[config.mk]
export PLATFORM = sky130hd
export DESIGN_NAME = result_arbiter_flat
export DESIGN_NICKNAME = d
export VERILOG_FILES = /design/src/verilog/shader_pkg.sv /design/src/verilog/shade_req_if.sv /design/src/verilog/result_arbiter.sv /design/src/flat_wrapper.sv
export VERILOG_INCLUDE_DIRS = /design/src /design/src/include
export SDC_FILE = /design/constraint.sdc
export NUM_CORES = 1
export LEC_CHECK = 0
export BUFFER_PORTS_ARGS = -buffer_cell sky130_fd_sc_hd__buf_4
export CORE_MARGIN = 5
export CORE_UTILIZATION = 39
export DETAILED_ROUTE_END_ITERATION = 10
export HOLD_SLACK_MARGIN = 0.12
export PLACE_DENSITY = 0.86
export SLEW_MARGIN = 20
export SYNTH_ARGS = -nofsm -noshare
export SYNTH_HDL_FRONTEND = slang
export SYNTH_SLANG_ARGS = --single-unit
[constraint.sdc]
create_clock -name clk -period 3.6 [get_ports clk]
set_clock_uncertainty 0.15 [all_clocks]
set_input_delay 0.18 -clock clk [delete_from_list [all_inputs] [get_ports clk]]
set_output_delay 0.18 -clock clk [all_outputs]
set_load 0.01 [all_outputs]
[src/include/shader_colors.svh]
`ifndef SHADER_COLORS_SVH
`define SHADER_COLORS_SVH

// background seen by rays that leave the scene
`define MISS_COLOR      24'h10_18_40

// hit reported without a triangle id
`define FLAT_HIT_COLOR  24'h80_80_80

// triangle palette, picked by the two low bits of the triangle id
`define TRI_COLOR_0     24'hff_30_30
`define TRI_COLOR_1     24'h30_ff_30
`define TRI_COLOR_2     24'h30_30_ff
`define TRI_COLOR_3     24'hff_e0_20

`endif

[src/verilog/shader_pkg.sv]
`default_nettype none

package shader_pkg;

  `include "shader_colors.svh"

  // ------------------------------------------------------------------
  // widths
  // ------------------------------------------------------------------
  // ray id width covers the largest free list, smaller lists use fewer ids
  localparam int RAY_ID_W   = 9;
  localparam int PIXEL_ID_W = 19;
  localparam int TRI_ID_W   = 16;
  localparam int COLOR_W    = 24;
  localparam int COORD_W    = 16;

  typedef logic [RAY_ID_W-1:0]   ray_id_t;
  typedef logic [PIXEL_ID_W-1:0] pixel_id_t;
  typedef logic [TRI_ID_W-1:0]   tri_id_t;
  typedef logic [COLOR_W-1:0]    color_t;

  // one 3-component vector
  typedef struct packed {
    logic [COORD_W-1:0] x;
    logic [COORD_W-1:0] y;
    logic [COORD_W-1:0] z;
  } vec3_t;

  typedef struct packed {
    vec3_t origin;
    vec3_t dir;
  } ray_vec_t;

  // pixel-buffer write entry
  typedef struct packed {
    color_t    color;
    pixel_id_t pixel_id;
  } pb_entry_t;

  // ------------------------------------------------------------------
  // colour of one returned ray
  // ------------------------------------------------------------------
  function automatic color_t calc_color(input logic    is_hit,
                                        input logic    has_tri,
                                        input tri_id_t tri_id);
    color_t c;
    if (!is_hit) begin
      c = `MISS_COLOR;
    end else if (!has_tri) begin
      c = `FLAT_HIT_COLOR;
    end else begin
      case (tri_id[1:0])
        2'd0:    c = `TRI_COLOR_0;
        2'd1:    c = `TRI_COLOR_1;
        2'd2:    c = `TRI_COLOR_2;
        default: c = `TRI_COLOR_3;
      endcase
    end
    return c;
  endfunction

endpackage

`default_nettype wire

[src/verilog/shade_req_if.sv]
`default_nettype none

// one arbitrated ray result on its way into the shading pipe
interface shade_req_if import shader_pkg::*; ();

  logic    valid;
  logic    stall;
  ray_id_t ray_id;
  tri_id_t tri_id;
  logic    is_hit;
  logic    has_tri;

  // arbiter side drives the result
  modport arb (output valid, ray_id, tri_id, is_hit, has_tri, input stall);

  // pipe side consumes it and pushes back
  modport pipe (input valid, ray_id, tri_id, is_hit, has_tri, output stall);

endinterface

`default_nettype wire

[src/verilog/result_arbiter.sv]
`default_nettype none

// source index: 0 pcalc, 1 int, 2 sint, 3 ss
module result_arbiter import shader_pkg::*; (
  input  logic            clk,
  input  logic            arst_n,
  input  logic [3:0]      src_valid,
  input  ray_id_t [3:0]   src_ray_id,
  input  tri_id_t         pcalc_tri_id,
  output logic [3:0]      src_stall,
  shade_req_if.arb        req
);

  logic [1:0] last_win;
  logic [1:0] win_idx;
  logic [3:0] grant;
  logic       xfer;

  // ------------------------------------------------------------------
  // round-robin pick, search starts just past the last winner
  // ------------------------------------------------------------------
  always_comb begin
    logic [1:0] cand;
    logic       found;
    grant   = '0;
    win_idx = last_win;
    found   = 1'b0;
    for (int i = 1; i <= 4; i++) begin
      cand = last_win + 2'(i);
      if (!found && src_valid[cand]) begin
        found         = 1'b1;
        win_idx       = cand;
        grant[cand]   = 1'b1;
      end
    end
  end

  assign req.valid   = |grant;
  assign req.ray_id  = src_ray_id[win_idx];
  // pcalc and int are hits, only pcalc names a triangle
  assign req.is_hit  = ~win_idx[1];
  assign req.has_tri = (win_idx == 2'd0);
  assign req.tri_id  = (win_idx == 2'd0) ? pcalc_tri_id : '0;

  assign xfer = req.valid & ~req.stall;

  // only the winner moves, and only when the pipe takes it
  assign src_stall = ~grant | {4{req.stall}};

  always_ff @(posedge clk or negedge arst_n) begin
    if (!arst_n) begin
      // source 0 gets first pick after reset
      last_win <= 2'd3;
    end else if (xfer) begin
      last_win <= win_idx;
    end
  end

  a_grant_onehot: assert property (@(posedge clk) disable iff (!arst_n)
    $onehot0(grant));

endmodule

`default_nettype wire

[src/flat_wrapper.sv]
// flat-port wrapper written by rule: the top's interface ports become plain ports
module result_arbiter_flat import shader_pkg::*;
  (clk, arst_n, src_valid, src_ray_id, pcalc_tri_id, src_stall, req_valid, req_ray_id, req_tri_id, req_is_hit, req_has_tri, req_stall);
  shade_req_if req_i ();
  input  logic clk;
  input  logic arst_n;
  input  logic [3:0] src_valid;
  input  ray_id_t [3:0] src_ray_id;
  input  tri_id_t pcalc_tri_id;
  output logic [3:0] src_stall;
  output wire logic [$bits(req_i.valid)-1:0] req_valid;
  output wire logic [$bits(req_i.ray_id)-1:0] req_ray_id;
  output wire logic [$bits(req_i.tri_id)-1:0] req_tri_id;
  output wire logic [$bits(req_i.is_hit)-1:0] req_is_hit;
  output wire logic [$bits(req_i.has_tri)-1:0] req_has_tri;
  input wire logic [$bits(req_i.stall)-1:0] req_stall;
  assign req_valid = req_i.valid;
  assign req_ray_id = req_i.ray_id;
  assign req_tri_id = req_i.tri_id;
  assign req_is_hit = req_i.is_hit;
  assign req_has_tri = req_i.has_tri;
  assign req_i.stall = req_stall;
  result_arbiter u_core (.clk(clk), .arst_n(arst_n), .src_valid(src_valid), .src_ray_id(src_ray_id), .pcalc_tri_id(pcalc_tri_id), .src_stall(src_stall), .req(req_i));
endmodule
* Yosys cells after proc, flatten, opt, wreduce, memory -nomap -nowiden
Cells that the tools add are included.
Operators by class: reductions and logical operators 12, order comparisons 9, add/subtract/negate cells 3, bitwise logic cells 8, mux-type cells 30
Operator list (number):
- $bmux W9 S2 | 1
- $mux W16 | 1
- $mux W4 | 4
- $or A4 B4 Y4 | 4
- $lt A2 B3 Y1 const B | 5
- $mux W1 | 11
- $mux W9 | 1
- $bmux W1 S2 | 4
- $demux W1 S2 | 4
- $ge A2 B1 Y1 const B | 4
- $mux W2 | 4
- $logic_and A1 B1 Y1 | 7
- $add A2 B2 Y2 const B | 2
- $not A4 Y4 | 1
- $reduce_or A4 Y1 | 1
- $logic_not A1 Y1 | 3
- $add A2 B1 Y2 const B | 1
- $logic_not A2 Y1 | 1
- $not A1 Y1 | 2
- $and A1 B1 Y1 | 1
Storage, ports and cells: word-level logic and storage cells 63, bits of input ports 59, output and inout port bits 32, register bits after elaboration 2

* Depth between registers and ports, before layout
depth in word-level cells 15, gate-level depth with buffers 10

* Worst setup path after synthesis
OpenSTA, ideal clock, no wires.
path kind reg-to-output, start reg u_core.last_win[0], end out req_ray_id[5], stages on the path, launching flop included 11, arrival time 2.826 ns, path slack 0.444 ns, required time 3.270 ns, path through dfstp_2 buf_6 inv_1 ha_1 mux4_2 nor2b_4 nor2_4 xnor2_4 buf_12 mux2i_1 mux2i_1
On the way: word-level cells in the longest chain between the ends 15
Ends and longest elaborated chain:
- start, declared | line result_arbiter.sv:14 | logic [1:0] last_win;
- start signal, assigned | line result_arbiter.sv:55 | last_win <= win_idx;
- $add A2 B1 Y2 | line result_arbiter.sv:29 | cand = last_win + 2'(i);
- $bmux W1 S2 | line result_arbiter.sv:30 | if (!found && src_valid[cand]) begin
- $mux W1 (not written as such) | line result_arbiter.sv:30
- $mux W1 | line result_arbiter.sv:30
- $logic_not A1 Y1 | line result_arbiter.sv:30
- $logic_and A1 B1 Y1 | line result_arbiter.sv:30
- $mux W1 | line result_arbiter.sv:30
- $logic_not A1 Y1 | line result_arbiter.sv:30
- $logic_and A1 B1 Y1 | line result_arbiter.sv:30
- $mux W1 | line result_arbiter.sv:30
- $logic_not A1 Y1 | line result_arbiter.sv:30
- $logic_and A1 B1 Y1 | line result_arbiter.sv:30
- $mux W2 * | line result_arbiter.sv:30
- $bmux W9 S2 * | line result_arbiter.sv:39 | assign req.ray_id = src_ray_id[win_idx];
- $mux W9 (not written as such) * | line result_arbiter.sv:39
- end, declared | line flat_wrapper.sv:12 | output wire logic [$bits(req_i.ray_id)-1:0] req_ray_id;
Mark *: on every way between the ends. The rest lies on a longest branch, timed or not. The select of a mux whose other input is x is not followed.

* Final worst setup path
Same ends and word-level chain as after synthesis.

==> summary.md <==
| Metric | Value |
|---|---|
| Outcome | `finished, final reports clean` |
| Critical-path top delay cell | `xnor2_4` |
| Sequential share of power | `2.3%` |
| Critical path startpoint category | `flip-flop` |
| Syn nets | `187` |
| Max VDD drop | `1.163 mV` |
| Total negative slack | `0 ns` |
| Slew Limit Fails | `0` |
| Layout cells sized above 1 | `53.27%` |
| WP data required | `3.27 ns` |
| Reg2Reg Setup Slack | `0.72 ns` |
| Chip height | `62.47 um` |
| Max_cap viols | `0` |
| Internal Power | `1.094 mW` |
| Warning count from the yosys run | `0` |
| Reg clk slew, reported paths | `0.03 ns` |
| I/O pins | `91` |
| Most common cell in the netlist | `mux2i_1` |
| Slew Limit Headroom | `49.74%` |
| Drt pass-1 iters | `4` |
| Switching pwr | `1.024 mW` |
| Vias in the first global route | `1308` |
| Critical path type | `reg -> out` |
| Largest net degree at the start of global routing | `37` |
| Initial Util | `39.96%` |
| CORE AREA | `2686 um^2` |
| Clock Latency Late Sink | `0.22 ns` |
| Num CTS Buffers | `3` |
| Clock Path Buffers | `2` |
| Async set-or-reset flop fraction in the synthesized netlist | `100.0%` |
| Commonest cells in the netlist | `mux2i_1 (30), and3_1 (16), ha_1 (8)` |
| Final Hold Fails | `0` |
| CTS tree | `built` |
| N_diodes | `0` |
| Initial antenna violation count | `0` |
| RSZ-0062 raised after global routing | `false` |
| Fin util | `67.82%` |
| CTS sink cnt | `2` |
| Syn_area_per_cell | `8.946 um^2` |
| Synth-to-Final Area Change | `69.70%` |
| Clk pwr share | `2.2%` |
| Final WL | `3790 um` |
| Sequential area share after synthesis | `4.895%` |
| GRT Total Usage | `18.20%` |
| Die Area | `3902 um^2` |
| Post-synthesis cell type count | `39` |
| Final min period | `3.375 ns` |
| Top_reg_cell synth | `dfstp_2` |
| Gr ovfl total | `0` |
| CP cell instances | `inv_1, ha_1, mux4_2, nor2b_4, nor2_4, xnor2_4, mux2i_1, mux2i_1, buf_4` |
| Biggest regs | `u_core.last_win (2)` |
| Net Sw Frac | `48.34%` |
| DR DRC count | `0` |
| Vias per cell | `5.233` |
| Port bufs | `90` |
| Total Power | `2.117 mW` |
| Worst-path maximum fanout | `18` |
| Hold crit path type | `in -> reg` |
| Cell taking the most area after synthesis | `mux2i_1` |
| Pwr dens | `1162 nW/um^2` |
| Max reg flops | `2` |
| Final RePlAce weighted congestion | `0.8650` |
| Die X | `62.47 um` |
| Initial DRC Count | `47` |
| Comb power frac | `95.4%` |
| Tightest Pin Transition | `0.7540 ns` |
| H-tree depth | `1` |
| Vias | `1282` |
| Crit path DAT | `3.04 ns` |
| Delay of the slowest critical-path stage | `0.63 ns` |
| Final net count | `283` |
| Fin crit share | `93.74%` |
| Syn Inst Count | `120` |
| CTS root buf | `clkbuf_4` |
| # rows | `19` |
| Seq cells post-synth | `2` |
| Synthesized area | `1074 um^2` |
| Area fraction of the dominant cell type after synthesis | `27.97%` |
| Final setup fails | `0` |
| Leak | `1.001 nW` |
| Remaining antenna violation count | `0` |
| Most used cell, CP | `mux2i_1` |
| Synth area leaders | `mux2i_1 (28%), and3_1 (9.3%), ha_1 (9.3%), mux4_2 (6.3%), dfstp_2 (4.9%)` |
| Critical path endpoint category | `output pin` |
| Number of synthesized flops with an enable pin | `0` |
| Biggest register | `u_core.last_win` |
| DPL Wire Length | `3221 um` |
| Routed length per instance | `15.47 um` |
| FMAX | `296.3 MHz` |
| First-pass GRT wire length | `5906 um` |
-- placed cells by master, fill, tap and decap left out, types with 2 or more instances in the layout --
cell	instances
mux2i_1	30
dfstp_2	2
mux4_2	3
a21o_1	3
mux2_2	2
a21oi_1	4
nor2b_1	2
o21ai_0	5
nor2_1	4
a22oi_1	2
buf_4	95
and3_1	16
clkbuf_4	3
inv_1	3
nand2_1	7
or2_2	2
ha_1	8
nand3b_1	3
-- final timing paths --
kind,endpoint,cells after the start,startpoint
min reg2reg,u_core.last_win[1],3,u_core.last_win[1]
max,req_ray_id[5],9,u_core.last_win[0]
min in group asynchronous,u_core.last_win[1],2,arst_n
min,u_core.last_win[1],3,req_stall
max in group asynchronous,u_core.last_win[0],2,arst_n
max reg2reg,u_core.last_win[0],8,u_core.last_win[0]
-- routing by layer --
| layer | track usage, % | wire length [um] | vias up |
|---|---|---|---|
| met2 | 32.64 | 1968 | 58 |
| met4 | 6.101 | 55 | 0 |
| met3 | 7.374 | 427 | 4 |
| li1 | - | - | 647 |
| met1 | 19.00 | 1339 | 573 |
| met5 | 0 | 0 | - |
-- logic make-up after synthesis --
family                     Yosys count  share of synthesized area (%)
xor gates and xnor gates             1                          2.564
muxes                               36                          38.81
and+or+nand+nor                     41                          23.08
DFF                                  2                          4.895
AOI/OAI and AO/OA                   23                          15.04
buffers and inverters                9                          6.292
adders and majority gates            8                          9.324
-- power by group through the flow --
stage	sequential [mW]	combinational [mW]	clock [mW]
global placement	0.0493	1.96	0
detailed placement	0.0499	2.00	0
CTS	0.0498	2.00	0.0502
finish	0.0496	2.02	0.0476
global route	0.0517	2.20	0.0547
floorplan	0.0660	1.39	0
-- critical path: cells and delay by family, from the launching register on --
family | cells | cell delay, ns
flip-flops | 1 | 0.51
AND/OR/NAND/NOR | 2 | 0.27
XOR/XNOR | 1 | 0.63
multiplexers | 3 | 0.81
buffers and inverters | 2 | 0.21
adder cells (fa/ha/maj) | 1 | 0.38
-- metrics by stage --
step / setup slack (ns) / hold WS [ns] / cells / area (um^2)
after detailed placement: 0.2421 / -0.02585 / 240 / 1773
final: 0.2253 / 0.1752 / 245 / 1822
after global placement: 0.3319 / -0.02350 / 240 / 1773
after global routing: 0.06522 / 0.1860 / 245 / 1822
after floorplan: 0.4440 / -0.1178 / 120 / 1074
after CTS: 0.01890 / 0.1683 / 244 / 1805
-- cell type report --
| class | instances | area (um^2) |
|---|---|---|
| clock buffers | 3 | 22.52 |
| fillers | 233 | 864.6 |
| inverters | 3 | 11.26 |
| multi-input cells | 110 | 973.4 |
| flip-flops and latches | 2 | 52.55 |
| well taps | 31 | 38.79 |
| repair buffers | 96 | 723.2 |
-- timing repair --
item | CTS | global route
hold buffers | 1 | 0
setup buffers | 0 | 0
endpoints found under the setup margin | 0 | 13
resized for setup | 0 | 0
endpoints found under the hold margin | 2 | 0
Note: power is estimated with default switching activity, not from simulation.
