**src/include/shader_colors.svh**
```systemverilog
`ifndef SHADER_COLORS_SVH
`define SHADER_COLORS_SVH

// background seen by rays that leave the scene
`define MISS_COLOR      24'h10_18_40

// hit reported without a triangle id
`define FLAT_HIT_COLOR  24'h80_80_80

// triangle palette, picked by the two low bits of the triangle id
`define TRI_COLOR_0     24'hff_30_30
`define TRI_COLOR_1     24'h30_ff_30
`define TRI_COLOR_2     24'h30_30_ff
`define TRI_COLOR_3     24'hff_e0_20

`endif

```
**src/verilog/shader_pkg.sv**
```systemverilog
`default_nettype none

package shader_pkg;

  `include "shader_colors.svh"

  // ------------------------------------------------------------------
  // widths
  // ------------------------------------------------------------------
  // ray id width covers the largest free list, smaller lists use fewer ids
  localparam int RAY_ID_W   = 9;
  localparam int PIXEL_ID_W = 19;
  localparam int TRI_ID_W   = 16;
  localparam int COLOR_W    = 24;
  localparam int COORD_W    = 16;

  typedef logic [RAY_ID_W-1:0]   ray_id_t;
  typedef logic [PIXEL_ID_W-1:0] pixel_id_t;
  typedef logic [TRI_ID_W-1:0]   tri_id_t;
  typedef logic [COLOR_W-1:0]    color_t;

  // one 3-component vector
  typedef struct packed {
    logic [COORD_W-1:0] x;
    logic [COORD_W-1:0] y;
    logic [COORD_W-1:0] z;
  } vec3_t;

  typedef struct packed {
    vec3_t origin;
    vec3_t dir;
  } ray_vec_t;

  // pixel-buffer write entry
  typedef struct packed {
    color_t    color;
    pixel_id_t pixel_id;
  } pb_entry_t;

  // ------------------------------------------------------------------
  // colour of one returned ray
  // ------------------------------------------------------------------
  function automatic color_t calc_color(input logic    is_hit,
                                        input logic    has_tri,
                                        input tri_id_t tri_id);
    color_t c;
    if (!is_hit) begin
      c = `MISS_COLOR;
    end else if (!has_tri) begin
      c = `FLAT_HIT_COLOR;
    end else begin
      case (tri_id[1:0])
        2'd0:    c = `TRI_COLOR_0;
        2'd1:    c = `TRI_COLOR_1;
        2'd2:    c = `TRI_COLOR_2;
        default: c = `TRI_COLOR_3;
      endcase
    end
    return c;
  endfunction

endpackage

`default_nettype wire

```
**src/verilog/ray_id_freelist.sv**
```systemverilog
`default_nettype none

module ray_id_freelist import shader_pkg::*; #(
  parameter int NUM_RAYS = 512
) (
  input  logic    clk,
  input  logic    arst_n,
  input  logic    pop,
  input  logic    push,
  input  ray_id_t push_id,
  output ray_id_t head_id,
  output logic    empty,
  output logic    init_done
);

  localparam int PTR_W = (NUM_RAYS > 1) ? $clog2(NUM_RAYS) : 1;
  localparam int CNT_W = $clog2(NUM_RAYS + 1);

  ray_id_t          ids [NUM_RAYS];
  logic [PTR_W-1:0] rd_ptr;
  logic [PTR_W-1:0] wr_ptr;
  logic [CNT_W-1:0] count;
  logic             full;
  logic             wr_en;
  logic             rd_en;
  ray_id_t          wr_id;

  // ------------------------------------------------------------------
  // write source: counter while filling, returned ids afterwards
  // ------------------------------------------------------------------
  assign wr_en = init_done ? push : 1'b1;
  assign wr_id = init_done ? push_id : ray_id_t'(count);
  assign rd_en = pop & ~empty;

  // nothing leaves until every id has been loaded
  assign empty   = ~init_done | (count == '0);
  assign full    = (count == CNT_W'(NUM_RAYS));
  assign head_id = ids[rd_ptr];

  always_ff @(posedge clk or negedge arst_n) begin
    if (!arst_n) begin
      rd_ptr    <= '0;
      wr_ptr    <= '0;
      count     <= '0;
      init_done <= 1'b0;
    end else begin
      if (wr_en) begin
        wr_ptr <= (wr_ptr == PTR_W'(NUM_RAYS - 1)) ? '0 : wr_ptr + 1'b1;
      end
      if (rd_en) begin
        rd_ptr <= (rd_ptr == PTR_W'(NUM_RAYS - 1)) ? '0 : rd_ptr + 1'b1;
      end
      count <= count + CNT_W'(wr_en) - CNT_W'(rd_en);
      // last init write lands this cycle
      if (!init_done && count == CNT_W'(NUM_RAYS - 1)) begin
        init_done <= 1'b1;
      end
    end
  end

  always_ff @(posedge clk) begin
    if (wr_en) begin
      ids[wr_ptr] <= wr_id;
    end
  end

  // ------------------------------------------------------------------
  // checks
  // ------------------------------------------------------------------
  // the prg path must honour the empty flag it is given
  a_no_pop_empty: assert property (@(posedge clk) disable iff (!arst_n)
    pop |-> !empty);

  // a returned id is always one that was issued earlier
  a_no_push_full: assert property (@(posedge clk) disable iff (!arst_n)
    push |-> (init_done && !full));

endmodule

`default_nettype wire

```
**config.mk**
```make
export PLATFORM = sky130hd
export DESIGN_NAME = ray_id_freelist
export DESIGN_NICKNAME = d
export VERILOG_FILES = /design/src/verilog/shader_pkg.sv /design/src/verilog/ray_id_freelist.sv
export VERILOG_INCLUDE_DIRS = /design/src /design/src/include
export SDC_FILE = /design/constraint.sdc
export NUM_CORES = 2
export LEC_CHECK = 0
export BUFFER_PORTS_ARGS = -buffer_cell sky130_fd_sc_hd__buf_2
export CAP_MARGIN = 30
export CORE_MARGIN = 2
export CORE_UTILIZATION = 41
export CTS_BUF_LIST = sky130_fd_sc_hd__clkbuf_16
export DETAILED_ROUTE_END_ITERATION = 16
export SKIP_LAST_GASP = 1
export SYNTH_ARGS = -nofsm -noshare
export SYNTH_HDL_FRONTEND = slang
export SYNTH_MEMORY_MAX_BITS = 65536
export SYNTH_SLANG_ARGS = --single-unit
```
**constraint.sdc**
```tcl
create_clock -name clk -period 30.4 [get_ports clk]
set_clock_uncertainty 0.15 [all_clocks]
set_input_delay 6.08 -clock clk [delete_from_list [all_inputs] [get_ports clk]]
set_output_delay 6.08 -clock clk [all_outputs]
set_load 0.05 [all_outputs]
```
Word level (Yosys, flattened, before mapping)
Memory sizes are Yosys's and may differ from the RTL's.
Index checks and enable logic that the tools add are counted.
{"block": "totals", "ff_bits": 29, "ramBits": 4608, "input_bits": 13, "out_inout_bits": 11, "word_cells": 25, "n_memories": 1}
{"name": "ids", "depth": 512, "word_bits": 9, "read_ports": 1, "rd_ports_with_merged_regs": 0, "write_ports": 1, "line_no": "ray_id_freelist.sv:19", "source": "ray_id_t ids [NUM_RAYS];"}
{"block": "classes", "add_sub_neg": 4, "eq_ne": 3, "mux": 6, "bitwise": 4, "reduce_logical": 3}
{"op": "$mux W9", "n": 3}
{"op": "$add A9 B1 Y9 const B", "n": 2}
{"op": "$eq A9 B9 Y1 const B", "n": 2}
{"op": "$add A10 B1 Y10", "n": 1}
{"op": "$eq A10 B9 Y1 const B", "n": 1}
{"op": "$logic_not A10 Y1", "n": 1}
{"op": "$sub A10 B1 Y10", "n": 1}
{"op": "$mux W1", "n": 3}
{"op": "$not A1 Y1", "n": 2}
{"op": "$and A1 B1 Y1", "n": 1}
{"op": "$logic_and A1 B1 Y1", "n": 1}
{"op": "$logic_not A1 Y1", "n": 1}
{"op": "$or A1 B1 Y1", "n": 1}

Logic depth before layout (Yosys ltp)
{"block": "depth", "ltp_word": 5, "ltp_mapped": 19, "mapped_depth_nobuf": 18}

Worst setup path after synthesis
Ideal clock, no wire load.
{"block": "synth_timing", "kind": "register to register", "from": "register init_done", "to": "memory ids[0][7] (netlist name), data pin", "setup_ps": 4167, "arrival_time_ps": 20823, "t_required_ps": 26083, "slack_ps": 5260, "path_stages_with_launch": 4, "path_buffers": 2, "period_less_slack_ps": 25140, "cell_sequence": "dfrtp_1 > clkbuf_1 > clkbuf_1 > o21ai_0"}
{"block": "synth_via", "elab_chain_len": 1}
{"element": "start, declared", "line_no": "ray_id_freelist.sv:13", "source": "output logic init_done"}
{"element": "start signal, assigned", "line_no": "ray_id_freelist.sv:45", "source": "init_done <= 1'b0;"}
{"element": "start signal, assigned", "line_no": "ray_id_freelist.sv:56", "source": "init_done <= 1'b1;"}
{"element": "$mux W9", "line_no": "ray_id_freelist.sv:32", "source": "assign wr_id = init_done ? push_id : ray_id_t'(count);"}
{"element": "named net wr_id[7]", "line_no": "ray_id_freelist.sv:26", "source": "ray_id_t wr_id;"}
{"element": "end, declared", "line_no": "ray_id_freelist.sv:19"}
The timed path passes the listed nets, and every way through them passes these cells.

Final worst setup path
{"block": "layout_timing", "from": "register rd_ptr[0]", "to": "output head_id[0]"}
{"block": "layout_via", "elab_chain_len": 1}
{"element": "start, declared", "line_no": "ray_id_freelist.sv:20", "source": "logic [PTR_W-1:0] rd_ptr;"}
{"element": "start signal, assigned", "line_no": "ray_id_freelist.sv:51", "source": "rd_ptr <= (rd_ptr == PTR_W'(NUM_RAYS - 1)) ? '0 : rd_ptr + 1'b1;"}
{"element": "$mem_v2 Z512 W9"}
{"element": "end, declared", "line_no": "ray_id_freelist.sv:11", "source": "output ray_id_t head_id,"}
No other way between the ends.

==> out/summary.txt <==
Max Slew Vio Count -> 9
Highest clock rate -> 0.0674 GHz
Startpoint kind of the worst setup timing path -> flop
Die outline width -> 665 um
Final Hold Viols -> 0
Slew HR -> -0.00245
Area inside the core boundary -> 435,000 sq um
Transition time at the pin with the least slew margin -> 1.50 ns
Area Growth Syn to Fin -> 13.0%
# IOs -> 24
All-Layer GR Usage -> 0.199
Total gr overflow -> 0
DR DRC count -> 0
CTS tree -> done
Worst Reg-to-Reg Cells -> 8
Type of destination of the critical path -> output port
Number of H-tree levels -> 5
Effective utilization at floorplan -> 0.412
Detail-routed via count per cell -> 5.84
Detail Route Antenna Nets -> 0
Largest net degree at the start of global routing -> 204
Number of hold buffers added after cts -> 0
Required arrival time at the worst endpoint -> 24.17 ns
Clock network latency to the later pin of the worst-skew pair -> 0.98 ns
Post-Syn Nets -> 8,381
Hold-critical path endpoint -> wr_ptr[5]$_DFFE_PN0P_
RePlAce Congestion -> 0.802
Reg-to-reg startpoint -> init_done$_DFFE_PN0P_
Vertical die dimension -> 665 um
Number of global-route vias before repair -> 87,800
Clock slew seen by the registers of the worst setup and hold paths -> 0.06 ns
Hold Startpoint -> wr_ptr[5]$_DFFE_PN0P_
Setup tns final -> 0 ns
Sequential standard cell area -> 139,000 sq um
First-pass GRT wire length -> 644,000 um
Chain of cells forming the critical path -> buf_4 > buf_4 > buf_4 > buf_4 > buf_4 > mux4_2 > o22ai_1 > o21ai_0 > nand3_1 > and4_1 > a22oi_1 > and3_1 > buf_2
Number of distinct standard cells referenced by the synthesized netlist -> 52
Fraction of the yosys area taken by sequential cells -> 0.776
Crit path largest cell delay -> 0.94 ns
Half-perimeter wire length after placement -> 263,000 um
Routed len/inst -> 30.3 um
Ratio of cells with drive above 1 in the final layout -> 0.244
Violations in the final reports -> slew limit
Clock tree sinks -> 4,637
Worst vdd rail ir drop -> 0.0603 mV
Count of buffers added by post-CTS timing repair for setup -> 0
Ys Warns -> 0
Number of instances in the synthesized netlist -> 8,342
Number of iterations in the first detailed-routing pass -> 6
Cell with the largest stage delay on the worst path -> sky130_fd_sc_hd__dfrtp_4
Number of flops mapped to enable cells by yosys -> 4,608
Initial antenna violation count -> 24
Fraction of met2 tracks used by global routing -> 0.320
Primary flip-flop cell chosen by synthesis mapping -> sky130_fd_sc_hd__edfxtp_1
Signal arrival time at the worst endpoint -> 8.60 ns
Static leakage -> 51.7 nW
DRT iter0 DRCs -> 9,982
Most common cell on crit path -> sky130_fd_sc_hd__buf_4
Maximum fanout encountered on the critical timing path -> 40
Post-synthesis instance area -> 179,000 sq um
Share of synthesized flip-flops with an asynchronous set or reset -> 0.00625
Flop-to-flop setup slack -> 25.57 ns
Average instance area after synthesis -> 21.5 sq um
Register bit total from synthesis -> 4,637
Post-cts sizing count -> 0
Max clock buf depth -> 4
RSZ-0062 raised after global routing -> no
Area of the die -> 442,000 sq um
Cells on Worst Hold Path -> 1
Busiest metal layer after global routing -> met2
RR Endpoint -> ids[451][0]$_DFFE_PP_
Final cell utilization of the core -> 0.466
Min-Delay Path Class -> reg -> reg
Clock tree root driver cell -> sky130_fd_sc_hd__clkbuf_16
Final Critical Period -> 14.83 ns
Number of endpoints failing setup at the final stage -> 0
Final #Nets -> 8,636
Final wirelength -> 447,000 um
Vias -> 86,100
Fill cell instance count of the final layout -> 35,500
GRT met3 Usage -> 0.0361
Final clock period utilization by the worst path -> 0.488
Max cap viols -> 0
Number of buffers created by CTS -> 461
Placement Rows -> 242
Met1 Usage GRT -> 0.281
Crit path kind -> reg -> out
Area used by multi-input combinational logic -> 37,900 sq um
Result of the run -> finished, violations left
Count of buffers from port buffering -> 23
Total power density per cell area -> 62.3 nW/um^2
## sequential cells by signal, indices dropped and copies added (netlist names)
signal     cells
init_done      1
rd_ptr         9
wr_ptr         9
ids         4608
count         10
## metal layers
layer | share of wire | vias up | wire length, um
li1 | - | 35300 | -
met4 | 0.028 | 4 | 12400
met3 | 0.081 | 641 | 36300
met5 | 0.000060 | - | 27
met1 | 0.41 | 46400 | 182000
met2 | 0.48 | 3759 | 216000
## Yosys cell counts (44+ instances only)
cell,count,area share
sky130_fd_sc_hd__o22ai_1,110,0.0038
sky130_fd_sc_hd__nor2_1,630,0.013
sky130_fd_sc_hd__o21ai_0,249,0.0070
sky130_fd_sc_hd__a21oi_1,137,0.0038
sky130_fd_sc_hd__clkbuf_1,245,0.0051
sky130_fd_sc_hd__buf_4,44,0.0018
sky130_fd_sc_hd__buf_2,118,0.0033
sky130_fd_sc_hd__buf_1,85,0.0018
sky130_fd_sc_hd__nand2_1,205,0.0043
sky130_fd_sc_hd__edfxtp_1,4608,0.77
sky130_fd_sc_hd__mux4_2,1153,0.14
sky130_fd_sc_hd__mux2i_1,288,0.016
sky130_fd_sc_hd__nand3_1,108,0.0030
## final cells by class
type / count / area share
multi-input cells: 3171 / 0.187
repair buffers: 306 / 0.0147
clock buffers: 469 / 0.0580
well taps: 5734 / 0.0354
clock inverters: 396 / 0.0170
flip-flops and latches: 4637 / 0.687
diodes: 16 / 0.000198
inverters: 20 / 0.000371
## layout by cell type, fill, tap and decap left out, types with 25 or more instances in the layout
master                      instances
sky130_fd_sc_hd__o21ai_0          241
sky130_fd_sc_hd__nand3_1          108
sky130_fd_sc_hd__a21oi_1          137
sky130_fd_sc_hd__clkinv_1         132
sky130_fd_sc_hd__nand2_1          188
sky130_fd_sc_hd__clkbuf_16        469
sky130_fd_sc_hd__buf_4            203
sky130_fd_sc_hd__o22ai_1          110
sky130_fd_sc_hd__bufinv_16         59
sky130_fd_sc_hd__clkinv_2          89
sky130_fd_sc_hd__inv_1             93
sky130_fd_sc_hd__nor2_1           628
sky130_fd_sc_hd__mux2_2            33
sky130_fd_sc_hd__mux4_2          1153
sky130_fd_sc_hd__ha_1              25
sky130_fd_sc_hd__mux2i_1          288
sky130_fd_sc_hd__o221ai_1          29
sky130_fd_sc_hd__edfxtp_1        4608
sky130_fd_sc_hd__buf_6             42
sky130_fd_sc_hd__o2bb2ai_1         36
## logic make-up after synthesis
logic type,after synthesis,synth area share
buffers and inverters,534,0.0139
adders and majority gates,26,0.00186
DFF,4637,0.776
xor gates and xnor gates,9,0.000440
and+or+nand+nor,1042,0.0243
muxes,1475,0.163
AOI/OAI and AO/OA,619,0.0204
## worst max path at each step
stage | from | end | cells past startpoint
after global placement | rd_ptr[0]$_DFFE_PN0P_ | head_id[0] | 13
after floorplan | init_done$_DFFE_PN0P_ | ids[0][7]$_DFFE_PP_ | 3
after detailed placement | rd_ptr[0]$_DFFE_PN0P_ | head_id[0] | 13
final | rd_ptr[0]$_DFFE_PN0P_ | head_id[0] | 13
after global routing | rd_ptr[0]$_DFFE_PN0P_ | head_id[0] | 13
after CTS | rd_ptr[0]$_DFFE_PN0P_ | head_id[0] | 13
## power by group
group	total (mW)	switching (mW)	leakage, nW	internal, mW
logic	0.00210	0.00153	8.72	0.000563
clock network	5.70	2.41	7.72	3.29
registers	6.92	0	35.3	6.92
total	12.6	2.41	51.7	10.2
## through the flow
stage / setup slack (ns) / hold slack (ns) / cell area [sq um] / power [mW] / std cells
floorplan: 5.26 / 0.344 / 179000 / 7.05 / 8342
global placement: 16.48 / 0.380 / 186000 / 7.06 / 13700
detailed placement: 16.41 / 0.402 / 187000 / 7.06 / 13800
CTS: 15.33 / 0.412 / 202000 / 12.7 / 14700
global route: 15.01 / 0.475 / 202000 / 12.9 / 14700
finish: 15.57 / 0.432 / 202000 / 12.6 / 14700
## worst max-delay path, delay by kind of cell, from the launching register on
family                 cells  cell delay [ns]
buffers and inverters      6             3.83
AND/OR/NAND/NOR            3             0.92
multiplexers               1             0.32
AO/OA/AOI/OAI              3             1.29
flip-flops                 1             0.94
Power figures use the tool's default switching activity.
